===== config.mk =====
export PLATFORM = sky130hd
export DESIGN_NAME = cpu8_top
export DESIGN_NICKNAME = d
export VERILOG_FILES = /design/src/cpu8_pkg.sv /design/src/cpu8_alu.sv /design/src/cpu8_cmd_arbiter.sv /design/src/cpu8_exec.sv /design/src/cpu8_reg_file.sv /design/src/cpu8_top.sv
export SDC_FILE = /design/constraint.sdc
export NUM_CORES = 1
export LEC_CHECK = 0
export BUFFER_PORTS_ARGS = -buffer_cell sky130_fd_sc_hd__buf_2
export CAP_MARGIN = 20
export CORE_MARGIN = 4
export CORE_UTILIZATION = 65
export DETAILED_ROUTE_END_ITERATION = 6
export GPL_ROUTABILITY_DRIVEN = 0
export HOLD_SLACK_MARGIN = 0.15
export PLACE_DENSITY = 0.87
export SETUP_SLACK_MARGIN = 0.15
export SYNTH_ARGS = -nofsm -noshare
export SYNTH_HDL_FRONTEND = slang
export SYNTH_SLANG_ARGS = --single-unit

===== constraint.sdc =====
create_clock -name clk -period 13.45 [get_ports clk]
set_input_delay 1.345 -clock clk [delete_from_list [all_inputs] [get_ports clk]]
set_output_delay 1.345 -clock clk [all_outputs]
set_load 0.02 [all_outputs]

===== src/cpu8_pkg.sv =====
// Byte-wide datapath is fixed; opcode encodings and the one-bit status assume 8-bit data
`default_nettype none

package cpu8_pkg;

    // ------------------------------------------------
    // Datapath width
    localparam int cpu8_data_w = 8;           // Byte machine

    // ------------------------------------------------
    // ALU functions
    typedef enum logic [2:0] {
        ALU_NOT = 3'd0,
        ALU_AND = 3'd1,
        ALU_ORA = 3'd2,
        ALU_ADD = 3'd3,
        ALU_SUB = 3'd4,                       // Carry is borrow
        ALU_XOR = 3'd5,
        ALU_INC = 3'd6,
        ALU_MUL = 3'd7                        // Low byte kept
    } cpu8_alu_op_e;

    // Instruction set. ALU instructions carry bit 3 set plus the ALU function,
    // except NOT, whose slot 4'h8 decodes as CLR; NOT sits in free slot 4'h4
    typedef enum logic [3:0] {
        OP_MVR = 4'h0,                        // ra <= rb
        OP_LDB = 4'h1,                        // ra <= imm
        OP_STB = 4'h2,                        // Return ra
        OP_RDS = 4'h3,                        // Return status
        OP_NOT = 4'h4,
        OP_CLR = 4'h8,                        // ra <= 0
        OP_AND = 4'h9,
        OP_ORA = 4'ha,
        OP_ADD = 4'hb,
        OP_SUB = 4'hc,
        OP_XOR = 4'hd,
        OP_INC = 4'he,
        OP_MUL = 4'hf
    } cpu8_opcode_e;

    typedef struct packed {
        cpu8_opcode_e           opcode;
        logic [3:0]             ra;           // Destination, STB source
        logic [3:0]             rb;           // First source
        logic [3:0]             rc;           // Second source
        logic [cpu8_data_w-1:0] imm;          // LDB data
    } cpu8_cmd_t;

    typedef struct packed {
        logic [cpu8_data_w-1:0] data;
        logic                   carry;        // Status after the instruction
    } cpu8_rsp_t;

endpackage

`default_nettype wire


===== src/cpu8_alu.sv =====
// Purely combinational; op must always be a known value, carry rules follow the ALU function
`timescale 1ns/1ps
`default_nettype none

module cpu8_alu (
    input  logic [cpu8_pkg::cpu8_data_w-1:0] a,
    input  logic [cpu8_pkg::cpu8_data_w-1:0] b,
    input  cpu8_pkg::cpu8_alu_op_e           op,
    output logic [cpu8_pkg::cpu8_data_w-1:0] result,
    output logic                             carry
);
    import cpu8_pkg::*;

    logic [cpu8_data_w:0]     sum;            // Extra bit for carry out
    logic [2*cpu8_data_w-1:0] product;        // Full product

    assign sum     = {1'b0, a} + {1'b0, b};
    assign product = {{cpu8_data_w{1'b0}}, a} * {{cpu8_data_w{1'b0}}, b};

    always_comb begin
        result = '0;
        carry  = 1'b0;                        // Logic functions clear it
        case (op)
            ALU_NOT: result = ~a;
            ALU_AND: result = a & b;
            ALU_ORA: result = a | b;
            ALU_ADD: begin
                result = sum[cpu8_data_w-1:0];
                carry  = sum[cpu8_data_w];
            end
            ALU_SUB: begin
                result = a - b;
                carry  = (a < b);             // Borrow
            end
            ALU_XOR: result = a ^ b;
            ALU_INC: begin
                result = a + cpu8_data_w'(1);
                carry  = a[cpu8_data_w-1] & ~result[cpu8_data_w-1];  // Wrap past 8'hff
            end
            ALU_MUL: begin
                result = product[cpu8_data_w-1:0];
                carry  = |product[2*cpu8_data_w-1:cpu8_data_w];     // High byte lost
            end
            default: begin
                result = '0;
                carry  = 1'b0;
            end
        endcase
    end

    // ------------------------------------------------
    // Checks
    // The decoder supplies a fixed op even for non-ALU instructions
    always_comb begin
        assert (!$isunknown(op))
            else $error("cpu8_alu: op is unknown");
    end

endmodule

`default_nettype wire


===== src/cpu8_cmd_arbiter.sv =====
// Hosts must hold cmd stable while req is high and re-raise req only after seeing ack low
`timescale 1ns/1ps
`default_nettype none

module cpu8_cmd_arbiter (
    input  logic                clk,
    input  logic                rst,
    input  logic                a_req,
    input  cpu8_pkg::cpu8_cmd_t a_cmd,
    output logic                a_ack,
    input  logic                b_req,
    input  cpu8_pkg::cpu8_cmd_t b_cmd,
    output logic                b_ack,
    output logic                exec_req,
    output cpu8_pkg::cpu8_cmd_t exec_cmd,
    input  logic                exec_ack
);

    typedef enum logic [1:0] {
        IDLE,
        GRANT_A,
        GRANT_B,
        RELEASE                               // Waiting for exec_ack to drop
    } arb_state_e;

    arb_state_e state;
    logic       last_b;                       // B served last, also the live grant
    logic       free;                         // Core can take a command now
    logic       pick_a;
    logic       pick_b;
    logic       granted_req;

    // ------------------------------------------------
    // Round-robin choice
    assign free        = (state == IDLE) || (state == RELEASE && !exec_ack);
    assign pick_a      = a_req && (!b_req || last_b);
    assign pick_b      = b_req && (!a_req || !last_b);
    assign granted_req = last_b ? b_req : a_req;

    always_ff @(posedge clk or posedge rst) begin
        if (rst) begin
            state    <= IDLE;
            last_b   <= 1'b1;                 // A wins the first tie
            exec_req <= 1'b0;
        end else begin
            case (state)
                GRANT_A, GRANT_B: begin
                    if (exec_ack && !granted_req) begin  // Host released
                        exec_req <= 1'b0;
                        state    <= RELEASE;
                    end
                end
                default: begin                // IDLE and RELEASE
                    if (free && pick_a) begin
                        state    <= GRANT_A;
                        last_b   <= 1'b0;
                        exec_req <= 1'b1;
                    end else if (free && pick_b) begin
                        state    <= GRANT_B;
                        last_b   <= 1'b1;
                        exec_req <= 1'b1;
                    end else if (free) begin
                        state <= IDLE;
                    end
                end
            endcase
        end
    end

    always_ff @(posedge clk) begin
        if (free && pick_a) begin
            exec_cmd <= a_cmd;
        end else if (free && pick_b) begin
            exec_cmd <= b_cmd;
        end
    end

    // Only the granted port sees the ack
    assign a_ack = exec_ack && !last_b;
    assign b_ack = exec_ack && last_b;

    // ------------------------------------------------
    // Checks
    a_ack_owner: assert property (@(posedge clk) disable iff (rst)
        $rose(exec_ack) |-> (last_b ? $past(b_req) : $past(a_req)))
        else $error("cpu8_cmd_arbiter: ack routed to a port with no request");

    a_grant_held: assert property (@(posedge clk) disable iff (rst)
        exec_ack |=> $stable(last_b) && $stable(exec_cmd))
        else $error("cpu8_cmd_arbiter: grant moved while exec_ack was high");

endmodule

`default_nettype wire


===== src/cpu8_exec.sv =====
// One instruction per req/ack cycle; cmd must stay stable until ack, unused opcodes are NOPs
`timescale 1ns/1ps
`default_nettype none

module cpu8_exec (
    input  logic                             clk,
    input  logic                             rst,
    input  logic                             req,
    input  cpu8_pkg::cpu8_cmd_t              cmd,
    output logic                             ack,
    output cpu8_pkg::cpu8_rsp_t              rsp,
    output logic                             rf_we,
    output logic [3:0]                       rf_waddr,
    output logic [cpu8_pkg::cpu8_data_w-1:0] rf_wdata,
    output logic [3:0]                       rf_raddr_0,
    output logic [3:0]                       rf_raddr_1,
    output logic [3:0]                       rf_raddr_2,
    input  logic [cpu8_pkg::cpu8_data_w-1:0] rf_rdata_0,
    input  logic [cpu8_pkg::cpu8_data_w-1:0] rf_rdata_1,
    input  logic [cpu8_pkg::cpu8_data_w-1:0] rf_rdata_2,
    output logic [cpu8_pkg::cpu8_data_w-1:0] alu_a,
    output logic [cpu8_pkg::cpu8_data_w-1:0] alu_b,
    output cpu8_pkg::cpu8_alu_op_e           alu_op,
    input  logic [cpu8_pkg::cpu8_data_w-1:0] alu_result,
    input  logic                             alu_carry
);
    import cpu8_pkg::*;

    typedef enum logic {
        EX_IDLE,
        EX_DONE                               // Ack high, waiting for req low
    } exec_state_e;

    exec_state_e            state;
    logic                   status;           // Carry flag
    logic                   start;            // Command executes this cycle
    logic                   dec_we;
    logic                   dec_alu;          // ALU instruction, updates carry
    logic [cpu8_data_w-1:0] dec_wdata;
    logic [cpu8_data_w-1:0] dec_rsp;

    // ------------------------------------------------
    // Operand routing: ra written or read by STB, rb and rc are sources
    assign rf_raddr_0 = cmd.rb;
    assign rf_raddr_1 = cmd.rc;
    assign rf_raddr_2 = cmd.ra;
    assign rf_waddr   = cmd.ra;
    assign alu_a      = rf_rdata_0;
    assign alu_b      = rf_rdata_1;

    // ALU function, kept apart from the data mux that reads its result
    always_comb begin
        dec_alu = 1'b1;
        alu_op  = ALU_NOT;                    // Known value for non-ALU ops
        case (cmd.opcode)
            OP_NOT: alu_op = ALU_NOT;
            OP_AND, OP_ORA, OP_ADD, OP_SUB, OP_XOR, OP_INC, OP_MUL:
                alu_op = cpu8_alu_op_e'(cmd.opcode[2:0]);
            default: dec_alu = 1'b0;
        endcase
    end

    always_comb begin
        dec_we    = 1'b0;
        dec_wdata = '0;
        dec_rsp   = '0;
        case (cmd.opcode)
            OP_MVR: begin
                dec_we    = 1'b1;
                dec_wdata = rf_rdata_0;
            end
            OP_LDB: begin
                dec_we    = 1'b1;
                dec_wdata = cmd.imm;
            end
            OP_CLR: dec_we = 1'b1;            // Writes zero
            OP_STB: dec_rsp = rf_rdata_2;
            OP_RDS: dec_rsp = {{(cpu8_data_w-1){1'b0}}, status};
            default: begin
                if (dec_alu) begin
                    dec_we    = 1'b1;
                    dec_wdata = alu_result;
                end
            end
        endcase
        if (dec_we) begin
            dec_rsp = dec_wdata;              // Echo the written value
        end
    end

    // ------------------------------------------------
    // Sequencer
    assign start    = (state == EX_IDLE) && req;
    assign ack      = (state == EX_DONE);
    assign rf_we    = start && dec_we;
    assign rf_wdata = dec_wdata;

    always_ff @(posedge clk or posedge rst) begin
        if (rst) begin
            state  <= EX_IDLE;
            status <= 1'b0;
            rsp    <= '0;
        end else begin
            if (start) begin
                state     <= EX_DONE;
                rsp.data  <= dec_rsp;
                rsp.carry <= dec_alu ? alu_carry : status;
                if (dec_alu) begin
                    status <= alu_carry;
                end
            end else if (ack && !req) begin
                state <= EX_IDLE;
            end
        end
    end

    // ------------------------------------------------
    // Checks
    a_cmd_stable: assert property (@(posedge clk) disable iff (rst)
        (req && !ack) |=> $stable(cmd))
        else $error("cpu8_exec: cmd changed before ack");

endmodule

`default_nettype wire


===== src/cpu8_reg_file.sv =====
// REG_COUNT must be 1 to 16; writes past REG_COUNT are dropped and such reads return zero
`timescale 1ns/1ps
`default_nettype none

module cpu8_reg_file #(
    parameter int REG_COUNT = 14
) (
    input  logic                             clk,
    input  logic                             rst,
    input  logic                             we,
    input  logic [3:0]                       waddr,
    input  logic [cpu8_pkg::cpu8_data_w-1:0] wdata,
    input  logic [3:0]                       raddr_0,
    input  logic [3:0]                       raddr_1,
    input  logic [3:0]                       raddr_2,
    output logic [cpu8_pkg::cpu8_data_w-1:0] rdata_0,
    output logic [cpu8_pkg::cpu8_data_w-1:0] rdata_1,
    output logic [cpu8_pkg::cpu8_data_w-1:0] rdata_2
);
    import cpu8_pkg::*;

    logic [cpu8_data_w-1:0] mem [REG_COUNT];

    function automatic logic in_range(input logic [3:0] addr);
        return int'(addr) < REG_COUNT;
    endfunction

    // ------------------------------------------------
    // Write port
    always_ff @(posedge clk or posedge rst) begin
        if (rst) begin
            for (int i = 0; i < REG_COUNT; i++) begin
                mem[i] <= '0;
            end
        end else if (we && in_range(waddr)) begin
            mem[waddr] <= wdata;
        end
    end

    // Read ports, out-of-range reads as zero
    assign rdata_0 = in_range(raddr_0) ? mem[raddr_0] : '0;
    assign rdata_1 = in_range(raddr_1) ? mem[raddr_1] : '0;
    assign rdata_2 = in_range(raddr_2) ? mem[raddr_2] : '0;

    // ------------------------------------------------
    // Checks
    a_waddr_range: assert property (@(posedge clk) disable iff (rst)
        we |-> in_range(waddr))
        else $error("cpu8_reg_file: write to register %0d dropped, only %0d exist",
                    waddr, REG_COUNT);

endmodule

`default_nettype wire


===== src/cpu8_top.sv =====
// Two four-phase command ports share one core; rsp is valid only while either ack is high
`timescale 1ns/1ps
`default_nettype none

module cpu8_top #(
    parameter int REG_COUNT = 14              // At most 16
) (
    input  logic                clk,
    input  logic                rst,
    input  logic                cmd_a_req,
    input  cpu8_pkg::cpu8_cmd_t cmd_a,
    output logic                cmd_a_ack,
    input  logic                cmd_b_req,
    input  cpu8_pkg::cpu8_cmd_t cmd_b,
    output logic                cmd_b_ack,
    output cpu8_pkg::cpu8_rsp_t rsp
);
    import cpu8_pkg::*;

    logic                   exec_req;
    cpu8_cmd_t              exec_cmd;
    logic                   exec_ack;
    logic                   rf_we;
    logic [3:0]             rf_waddr;
    logic [cpu8_data_w-1:0] rf_wdata;
    logic [3:0]             rf_raddr_0;
    logic [3:0]             rf_raddr_1;
    logic [3:0]             rf_raddr_2;
    logic [cpu8_data_w-1:0] rf_rdata_0;
    logic [cpu8_data_w-1:0] rf_rdata_1;
    logic [cpu8_data_w-1:0] rf_rdata_2;
    logic [cpu8_data_w-1:0] alu_a;
    logic [cpu8_data_w-1:0] alu_b;
    cpu8_alu_op_e           alu_op;
    logic [cpu8_data_w-1:0] alu_result;
    logic                   alu_carry;

    cpu8_cmd_arbiter arb_i (
        .clk      (clk),
        .rst      (rst),
        .a_req    (cmd_a_req),
        .a_cmd    (cmd_a),
        .a_ack    (cmd_a_ack),
        .b_req    (cmd_b_req),
        .b_cmd    (cmd_b),
        .b_ack    (cmd_b_ack),
        .exec_req (exec_req),
        .exec_cmd (exec_cmd),
        .exec_ack (exec_ack)
    );

    cpu8_exec exec_i (
        .clk        (clk),
        .rst        (rst),
        .req        (exec_req),
        .cmd        (exec_cmd),
        .ack        (exec_ack),
        .rsp        (rsp),
        .rf_we      (rf_we),
        .rf_waddr   (rf_waddr),
        .rf_wdata   (rf_wdata),
        .rf_raddr_0 (rf_raddr_0),
        .rf_raddr_1 (rf_raddr_1),
        .rf_raddr_2 (rf_raddr_2),
        .rf_rdata_0 (rf_rdata_0),
        .rf_rdata_1 (rf_rdata_1),
        .rf_rdata_2 (rf_rdata_2),
        .alu_a      (alu_a),
        .alu_b      (alu_b),
        .alu_op     (alu_op),
        .alu_result (alu_result),
        .alu_carry  (alu_carry)
    );

    cpu8_reg_file #(
        .REG_COUNT (REG_COUNT)
    ) rf_i (
        .clk     (clk),
        .rst     (rst),
        .we      (rf_we),
        .waddr   (rf_waddr),
        .wdata   (rf_wdata),
        .raddr_0 (rf_raddr_0),
        .raddr_1 (rf_raddr_1),
        .raddr_2 (rf_raddr_2),
        .rdata_0 (rf_rdata_0),
        .rdata_1 (rf_rdata_1),
        .rdata_2 (rf_rdata_2)
    );

    cpu8_alu alu_i (
        .a      (alu_a),
        .b      (alu_b),
        .op     (alu_op),
        .result (alu_result),
        .carry  (alu_carry)
    );

endmodule

`default_nettype wire

# == Word level (Yosys, flattened, before mapping) ==
# Cells that the tools add are included.
# Widths: inputs -> output; s select.
# word_totals
in_bits,52
regBits,150
# classes
n_mul,1
n_lt_le_gt_ge,8
n_bitwise,11
reduce_logical,40
add_sub_neg,3
n_mux,41
eq_ne,23
# op_table
operator,count
$bwmux 112,1
$bmux 8 s4,3
$mux 8,12
$pmux 8 s8,1
$mux 24,2
$demux 8 s4,1
$eq 4x4->1 const B,8
$pmux 8 s3,1
$mul 8x8->16,1
$pmux 8 s2,1
$reduce_or 8->1,2
$ge 5x5->1 const B,3
$not 4->5,3
$logic_and 1x1->1,13
$eq 3x3->1 const B,4
$lt 4x4->1 const B,3
$mux 1,11
$mux 2,5
$add 8x8->9,1
$add 8x1->8 const B,1
$and 8x8->8,1
$eq 4x2->1 const B,2
$lt 8x8->1,1
$not 8->8,1
28 further kinds,45

# == Logic depth before layout (Yosys ltp) ==
# logic_depth
ltp_word,10
depth_mapped,25

# == Hierarchy ==
# A second synthesis with hierarchy kept.
# unflattened
hier_cells,1125
hier_area_um2,12931.2
# modules_own_cells
module,cells_per_inst,seq_area_each_um2,area_per_inst_um2,instances
cpu8_reg_file,474,2802.7,6965.4,1
cpu8_alu,447,0.0,3375.7,1
cpu8_cmd_arbiter,80,822.0,1390.1,1
cpu8_exec,124,250.2,1199.9,1

# == Least setup slack after synthesis ==
# No wires, ideal clock.
# synth_timing
kind,register to register
start,register arb_i.exec_cmd[8] (netlist name)
end,register exec_i.rsp[6] (netlist name)
required_time_ps,13301
t_arrival_ps,6111
path_buffers,4
stages_incl_launch_ff,25
slack_ps,7190
period_less_slack_ps,6260
cell_sequence,edfxtp_1 -> clkbuf_1 -> buf_1 -> clkbuf_1 -> mux4_2 -> mux2i_1 -> nor2_1 -> a21oi_1 -> inv_1 -> ha_1 -> ha_1 -> ha_1 -> inv_1 -> fa_1 -> inv_1 -> ha_1 -> fa_1 -> xnor2_1 -> a211oi_1 -> nor2_1 -> o221ai_1 -> or3_1 -> a222oi_1 -> buf_4 -> o221ai_1
# synth_between
elab_chain_len,10
elab_cells_between_ends,16
# synth_lines
item,line,text
$not 4->5 (not written as such),cpu8_reg_file.sv:42,assign rdata_1 = in_range(raddr_1) ? mem[raddr_1] : '0;
$bmux 8 s4,cpu8_reg_file.sv:42,
$mux 8 (not written as such) (2 in series),cpu8_reg_file.sv:42,
$mux 8 (*),cpu8_reg_file.sv:42,
$mul 8x8->16 (tied with other cells),cpu8_alu.sv:18,"assign product = {{cpu8_data_w{1'b0}}, a} * {{cpu8_data_w{1'b0}}, b};"
$pmux 8 s8 (*),cpu8_alu.sv:23,case (op)
$mux 8 (*),cpu8_exec.sv:80,if (dec_alu) begin
$pmux 8 s3 (*),cpu8_exec.sv:67,case (cmd.opcode)
$mux 8 (*),cpu8_exec.sv:86,if (dec_we) begin
# Every way passes the cells marked *; elsewhere a longest branch is shown, timed or not. The select of a mux whose other input is x is not followed.
# A chain may end at the register's enable or synchronous reset.

# == Worst setup path in the final report ==
# layout_timing
start,register arb_i.exec_cmd[12] (netlist name)
end,register rf_i.mem[30] in the netlist's numbering
# layout_between
elab_chain_len,10
elab_cells_between_ends,18
# layout_lines
item,line,text
$not 4->5 (not written as such),cpu8_reg_file.sv:41,assign rdata_0 = in_range(raddr_0) ? mem[raddr_0] : '0;
$bmux 8 s4,cpu8_reg_file.sv:41,
$mux 8 (not written as such) (2 in series),cpu8_reg_file.sv:41,
$mux 8 (*),cpu8_reg_file.sv:41,
$mul 8x8->16 (tied with other cells),cpu8_alu.sv:18,
$pmux 8 s8,cpu8_alu.sv:23,
$mux 8,cpu8_exec.sv:80,
$pmux 8 s3 (*),cpu8_exec.sv:67,
$bwmux 112 (*),cpu8_reg_file.sv:36,mem[waddr] <= wdata;
"end signal, assigned by index",cpu8_reg_file.sv:36,
"end, declared",cpu8_reg_file.sv:22,logic [cpu8_data_w-1:0] mem [REG_COUNT];
# Marked as above.

==> impl_summary.log <==
[metrics] library cell occupying the most area in the post-synthesis netlist: sky130_fd_sc_hd__dfrtp_1
[metrics] Port Buffers: a little over 60
[metrics] Setup Viol. Count Final: 0
[metrics] clock tree from TritonCTS: done
[metrics] power per unit of standard cell area: 260 nW/um^2
[metrics] number of search-and-repair iterations in the first detailed-routing pass: 6
[metrics] stage delay of the slowest cell on the critical path: 0.98 ns
[metrics] Die X-Extent: 144 microns
[metrics] cell family contributing the most delay on the critical path: adder cells
[metrics] TNS Setup: 0 ns
[metrics] total length of routed wires: 35.5 mm
[metrics] worst-case reg-to-reg path depth: 20
[metrics] worst setup path endpoint: rf_i.mem[30]
[metrics] global-route congestion overflow total: 0
[metrics] depth of the CTS H-tree: 4
[metrics] most frequent cells after synthesis: sky130_fd_sc_hd__nand2_1, sky130_fd_sc_hd__o21ai_0, sky130_fd_sc_hd__dfrtp_1
[metrics] number of vias in the routed layout: around 11,000
[metrics] ratio of cells with drive above 1 in the final layout: 15.0%
[metrics] Worst setup startpoint: arb_i.exec_cmd[12]
[metrics] Post-CTS Resized: 0
[metrics] antenna cells: 0
[metrics] count leader, synth: sky130_fd_sc_hd__nand2_1
[metrics] final std cell area, no fill: 13,100 sq um
[metrics] largest fanout of any net on the critical path: 36
[metrics] sequential element share of the synthesized area: around a third
[metrics] clock network latency to the later pin of the worst-skew pair: 0.45 ns
[metrics] IR Drop Worst-Case VDD: 0.199 mV
[metrics] total number of clock tree sinks: 150
[metrics] final critical-path share of the clock period: between 50% and 60%
[metrics] kind of end point of the critical path: flop
[metrics] tightest slew margin relative to the limit: 24.3%
[metrics] cell count along the critical path: 20
[metrics] number of cells produced by synthesis: 1,306
[metrics] cell with the largest stage delay on the worst path: sky130_fd_sc_hd__a221oi_2
[metrics] met1 routing resource usage after global routing: 46.7%
[metrics] flip-flop and latch count after synthesis: 150
[metrics] cell mode on critical path: sky130_fd_sc_hd__inv_1
[metrics] data arrival time of the critical path: a little over 7 ns
[metrics] final hold vios: 0
[metrics] minimum clock period: 6.92 ns
[metrics] number of DRC markers in iteration 0: 1,654
[metrics] static leakage: 5.86 nW
[metrics] hold buffers post-CTS: 0
[metrics] via count of the first global-routing pass: 10,700
[metrics] cells taking the most area after synthesis: sky130_fd_sc_hd__dfrtp_1, sky130_fd_sc_hd__mux4_2, sky130_fd_sc_hd__nand2_1, sky130_fd_sc_hd__ha_1, sky130_fd_sc_hd__fa_1
[metrics] worst setup timing slack at the placement stage: 6.51 ns
[metrics] CTS max path bufs: 2
[metrics] half-perimeter wire length of the detailed placement result: 24.2 mm
[metrics] IO Pins: 63
[metrics] Hold WS: roughly 0.53 ns
[metrics] crit path setup slack, layout: 6.53 ns
[metrics] async set-or-reset flop fraction in the synthesized netlist: around 84%
[metrics] endpoint of the worst-slack reg-to-reg timing path: rf_i.mem[30]
[metrics] max-capacitance violation count: 0
[metrics] mean instance size in the synthesized netlist: just over 9 sq um
[metrics] number of antenna violations at the first check in global routing: 0
[metrics] total power after layout: about 3.4 mW
[metrics] via-per-instance ratio: 6.93
[metrics] final number of max-transition violations: 0
[metrics] met3 usage: 9.13%
[metrics] maximum clock rate: 144 MHz
[metrics] Cell Area, Placed: 12,500 sq um
[metrics] worst clock skew on the final layout: around 0.013 ns
[metrics] final net count: around 1,500
[metrics] maximum number of pins on one net before global-route repair: 65
[metrics] initial core utilization: 66.7%
[metrics] remaining design rule violation count: 0
[metrics] RSZ-0062 raised after global routing: false
[metrics] first-pass GRT wire length: ~57 mm
[metrics] kind of critical path: flop to flop
[metrics] GRT Resource Usage Total: between 30 and 40%
[metrics] transition time of the tightest slew-check pin: between 1 and 1.5 ns
[metrics] CTS buffer count: 17
[metrics] FF-to-FF Start: arb_i.exec_cmd[12]
[metrics] Core Area: 18,100 sq um
[metrics] data required time at the worst endpoint: 13.70 ns
[metrics] die span in y: roughly 140 microns
[metrics] number of antenna-violating nets in the routed design: 0
[metrics] die area: 20,900 sq um
[metrics] clock input transition at the sequential cells of the worst setup and hold paths: roughly 0.06 ns
[metrics] root buffer selected by CTS: sky130_fd_sc_hd__clkbuf_16
[metrics] cells along the critical path: buf_4 -> mux4_2 -> mux2i_1 -> mux2i_1 -> buf_4 -> ha_1 -> inv_1 -> fa_1 -> inv_1 -> ha_1 -> inv_1 -> fa_1 -> fa_1 -> inv_1 -> ha_1 -> xnor2_1 -> a41oi_1 -> o21ai_0 -> a221oi_2 -> o21ai_0
[metrics] growth of design area from synthesis to finish: 8.54%
[metrics] routed length per placed instance: 22.6 microns
[metrics] status: complete, no violations
[metrics] R2R setup slack: approximately 6.5 ns
[metrics] Tightest Hold Check Type: flop to flop
[metrics] buffer and inverter count on the worst path: 6
[metrics] area share of the largest cell type after synthesis: 25.8%
[metrics] Mapped Nets: approximately 1,500
[metrics] number of rows in the core area: 49
[metrics] main flop type after synthesis: sky130_fd_sc_hd__dfrtp_1
[metrics] number of distinct standard cells referenced by the synthesized netlist: between 60 and 70
[metrics] Warnings, synthesis: 0
[metrics] hold wc startpoint: rf_i.mem[102]
[metrics] global-route layer with the greatest usage: met2
[metrics] Post-CTS Setup Bufs: 0
[metrics] post-synthesis cell area: 12,100 sq um
[metrics] crit start category: flop
[metrics] global-route track usage on met2: 56.0%
[metrics] number of enable flip-flop cells after synthesis: 24
[worst min-delay path by stage]
stage | end | slack, ns | cells after the start
3_3_place_gp | rf_i.mem[100] | 0.50 | 2
3_5_place_dp | rf_i.mem[66] | 0.52 | 2
5_1_grt | rf_i.mem[8] | 0.56 | 2
2_1_floorplan | rf_i.mem[60] | 0.47 | 2
4_1_cts | rf_i.mem[102] | 0.53 | 2
6_report | rf_i.mem[102] | 0.53 | 2
[per-stage QoR]
step	util [%]	instances
global placement	68.9	1537
global route	72.4	1572
CTS	72.2	1569
floorplan	-	1306
finish	72.4	1572
detailed placement	68.9	1537
[worst min-delay path, cell delays in order, from the launching register on]
cell	delay (ns)
sky130_fd_sc_hd__dfrtp_1	0.38
sky130_fd_sc_hd__nand2_1	0.05
sky130_fd_sc_hd__o21ai_0	0.06
[flip-flops by register name, indices dropped and copies added (netlist names)]
| register | count |
|---|---|
| exec_i.ack | 1 |
| rf_i.mem | 112 |
| arb_i.state | 2 |
| exec_i.rsp | 9 |
| arb_i.last_b | 1 |
| arb_i.exec_req | 1 |
| arb_i.exec_cmd | 24 |
[per-layer routing]
| metal | vias to the layer above | wire length [microns] |
|---|---|---|
| li1 | 4666 | - |
| met1 | 5156 | 12900 |
| met2 | 868 | 16700 |
| met3 | 200 | 4140 |
| met4 | 0 | 1810 |
| met5 | - | 0 |
[kinds of logic (layout without fill, tap and decap cells)]
| group | after synthesis | count (layout) | synth area share, % |
|---|---|---|---|
| muxes | 132 | 132 | 18.3 |
| AOI/OAI and AO/OA | 304 | 304 | 15.2 |
| buffers and inverters | 192 | 229 | 6.43 |
| xor gates and xnor gates | 14 | 14 | 1.01 |
| DFF | 150 | 150 | 32.0 |
| and+or+nand+nor | 411 | 411 | 14.0 |
| adders and majority gates | 103 | 103 | 13.0 |
[cell type report]
type                    count  area, sq um
multi-input cells         964         7450
clock inverters            11          121
well taps                 229          287
clock buffers              21          460
repair buffers             89          533
inverters                 108          408
flip-flops and latches    150         3870
fillers                  1281         5010
[report_power, final]
group	internal (mW)	switching (mW)	leakage [nW]
clock network	0.283	0.196	0.292
logic	0.808	1.26	3.66
registers	0.654	0.209	1.91
[cell usage in the layout (no fill, tap or decap), types with 4 or more instances in the layout]
cell	Yosys	layout
sky130_fd_sc_hd__nand2_1	274	274
sky130_fd_sc_hd__o21ai_0	140	140
sky130_fd_sc_hd__dfrtp_1	125	125
sky130_fd_sc_hd__inv_1	106	105
sky130_fd_sc_hd__mux4_2	67	67
sky130_fd_sc_hd__nor2_1	67	66
sky130_fd_sc_hd__ha_1	65	65
sky130_fd_sc_hd__buf_2	4	62
sky130_fd_sc_hd__mux2i_1	56	56
sky130_fd_sc_hd__a21oi_1	47	47
sky130_fd_sc_hd__fa_1	38	38
sky130_fd_sc_hd__buf_4	6	26
sky130_fd_sc_hd__edfxtp_1	24	24
sky130_fd_sc_hd__clkbuf_16	0	17
sky130_fd_sc_hd__o221ai_1	16	16
sky130_fd_sc_hd__nor3_1	15	15
sky130_fd_sc_hd__o22ai_1	14	14
sky130_fd_sc_hd__nand3_1	14	14
sky130_fd_sc_hd__xnor2_1	11	11
sky130_fd_sc_hd__o21ai_1	11	11
sky130_fd_sc_hd__nor2b_1	9	9
sky130_fd_sc_hd__a31oi_1	9	9
sky130_fd_sc_hd__nand2b_1	9	9
sky130_fd_sc_hd__o31ai_1	8	8
sky130_fd_sc_hd__o211ai_1	7	7
sky130_fd_sc_hd__or3_1	6	6
sky130_fd_sc_hd__a221oi_1	6	6
sky130_fd_sc_hd__a21o_1	6	6
sky130_fd_sc_hd__and2_1	5	5
sky130_fd_sc_hd__mux2_2	5	5
sky130_fd_sc_hd__o21bai_1	4	4
sky130_fd_sc_hd__a221o_1	4	4
sky130_fd_sc_hd__a222oi_1	4	4
sky130_fd_sc_hd__a211oi_1	4	4
sky130_fd_sc_hd__nand4_1	4	4
sky130_fd_sc_hd__clkinv_2	0	4
(Power assumes the default switching activity.)
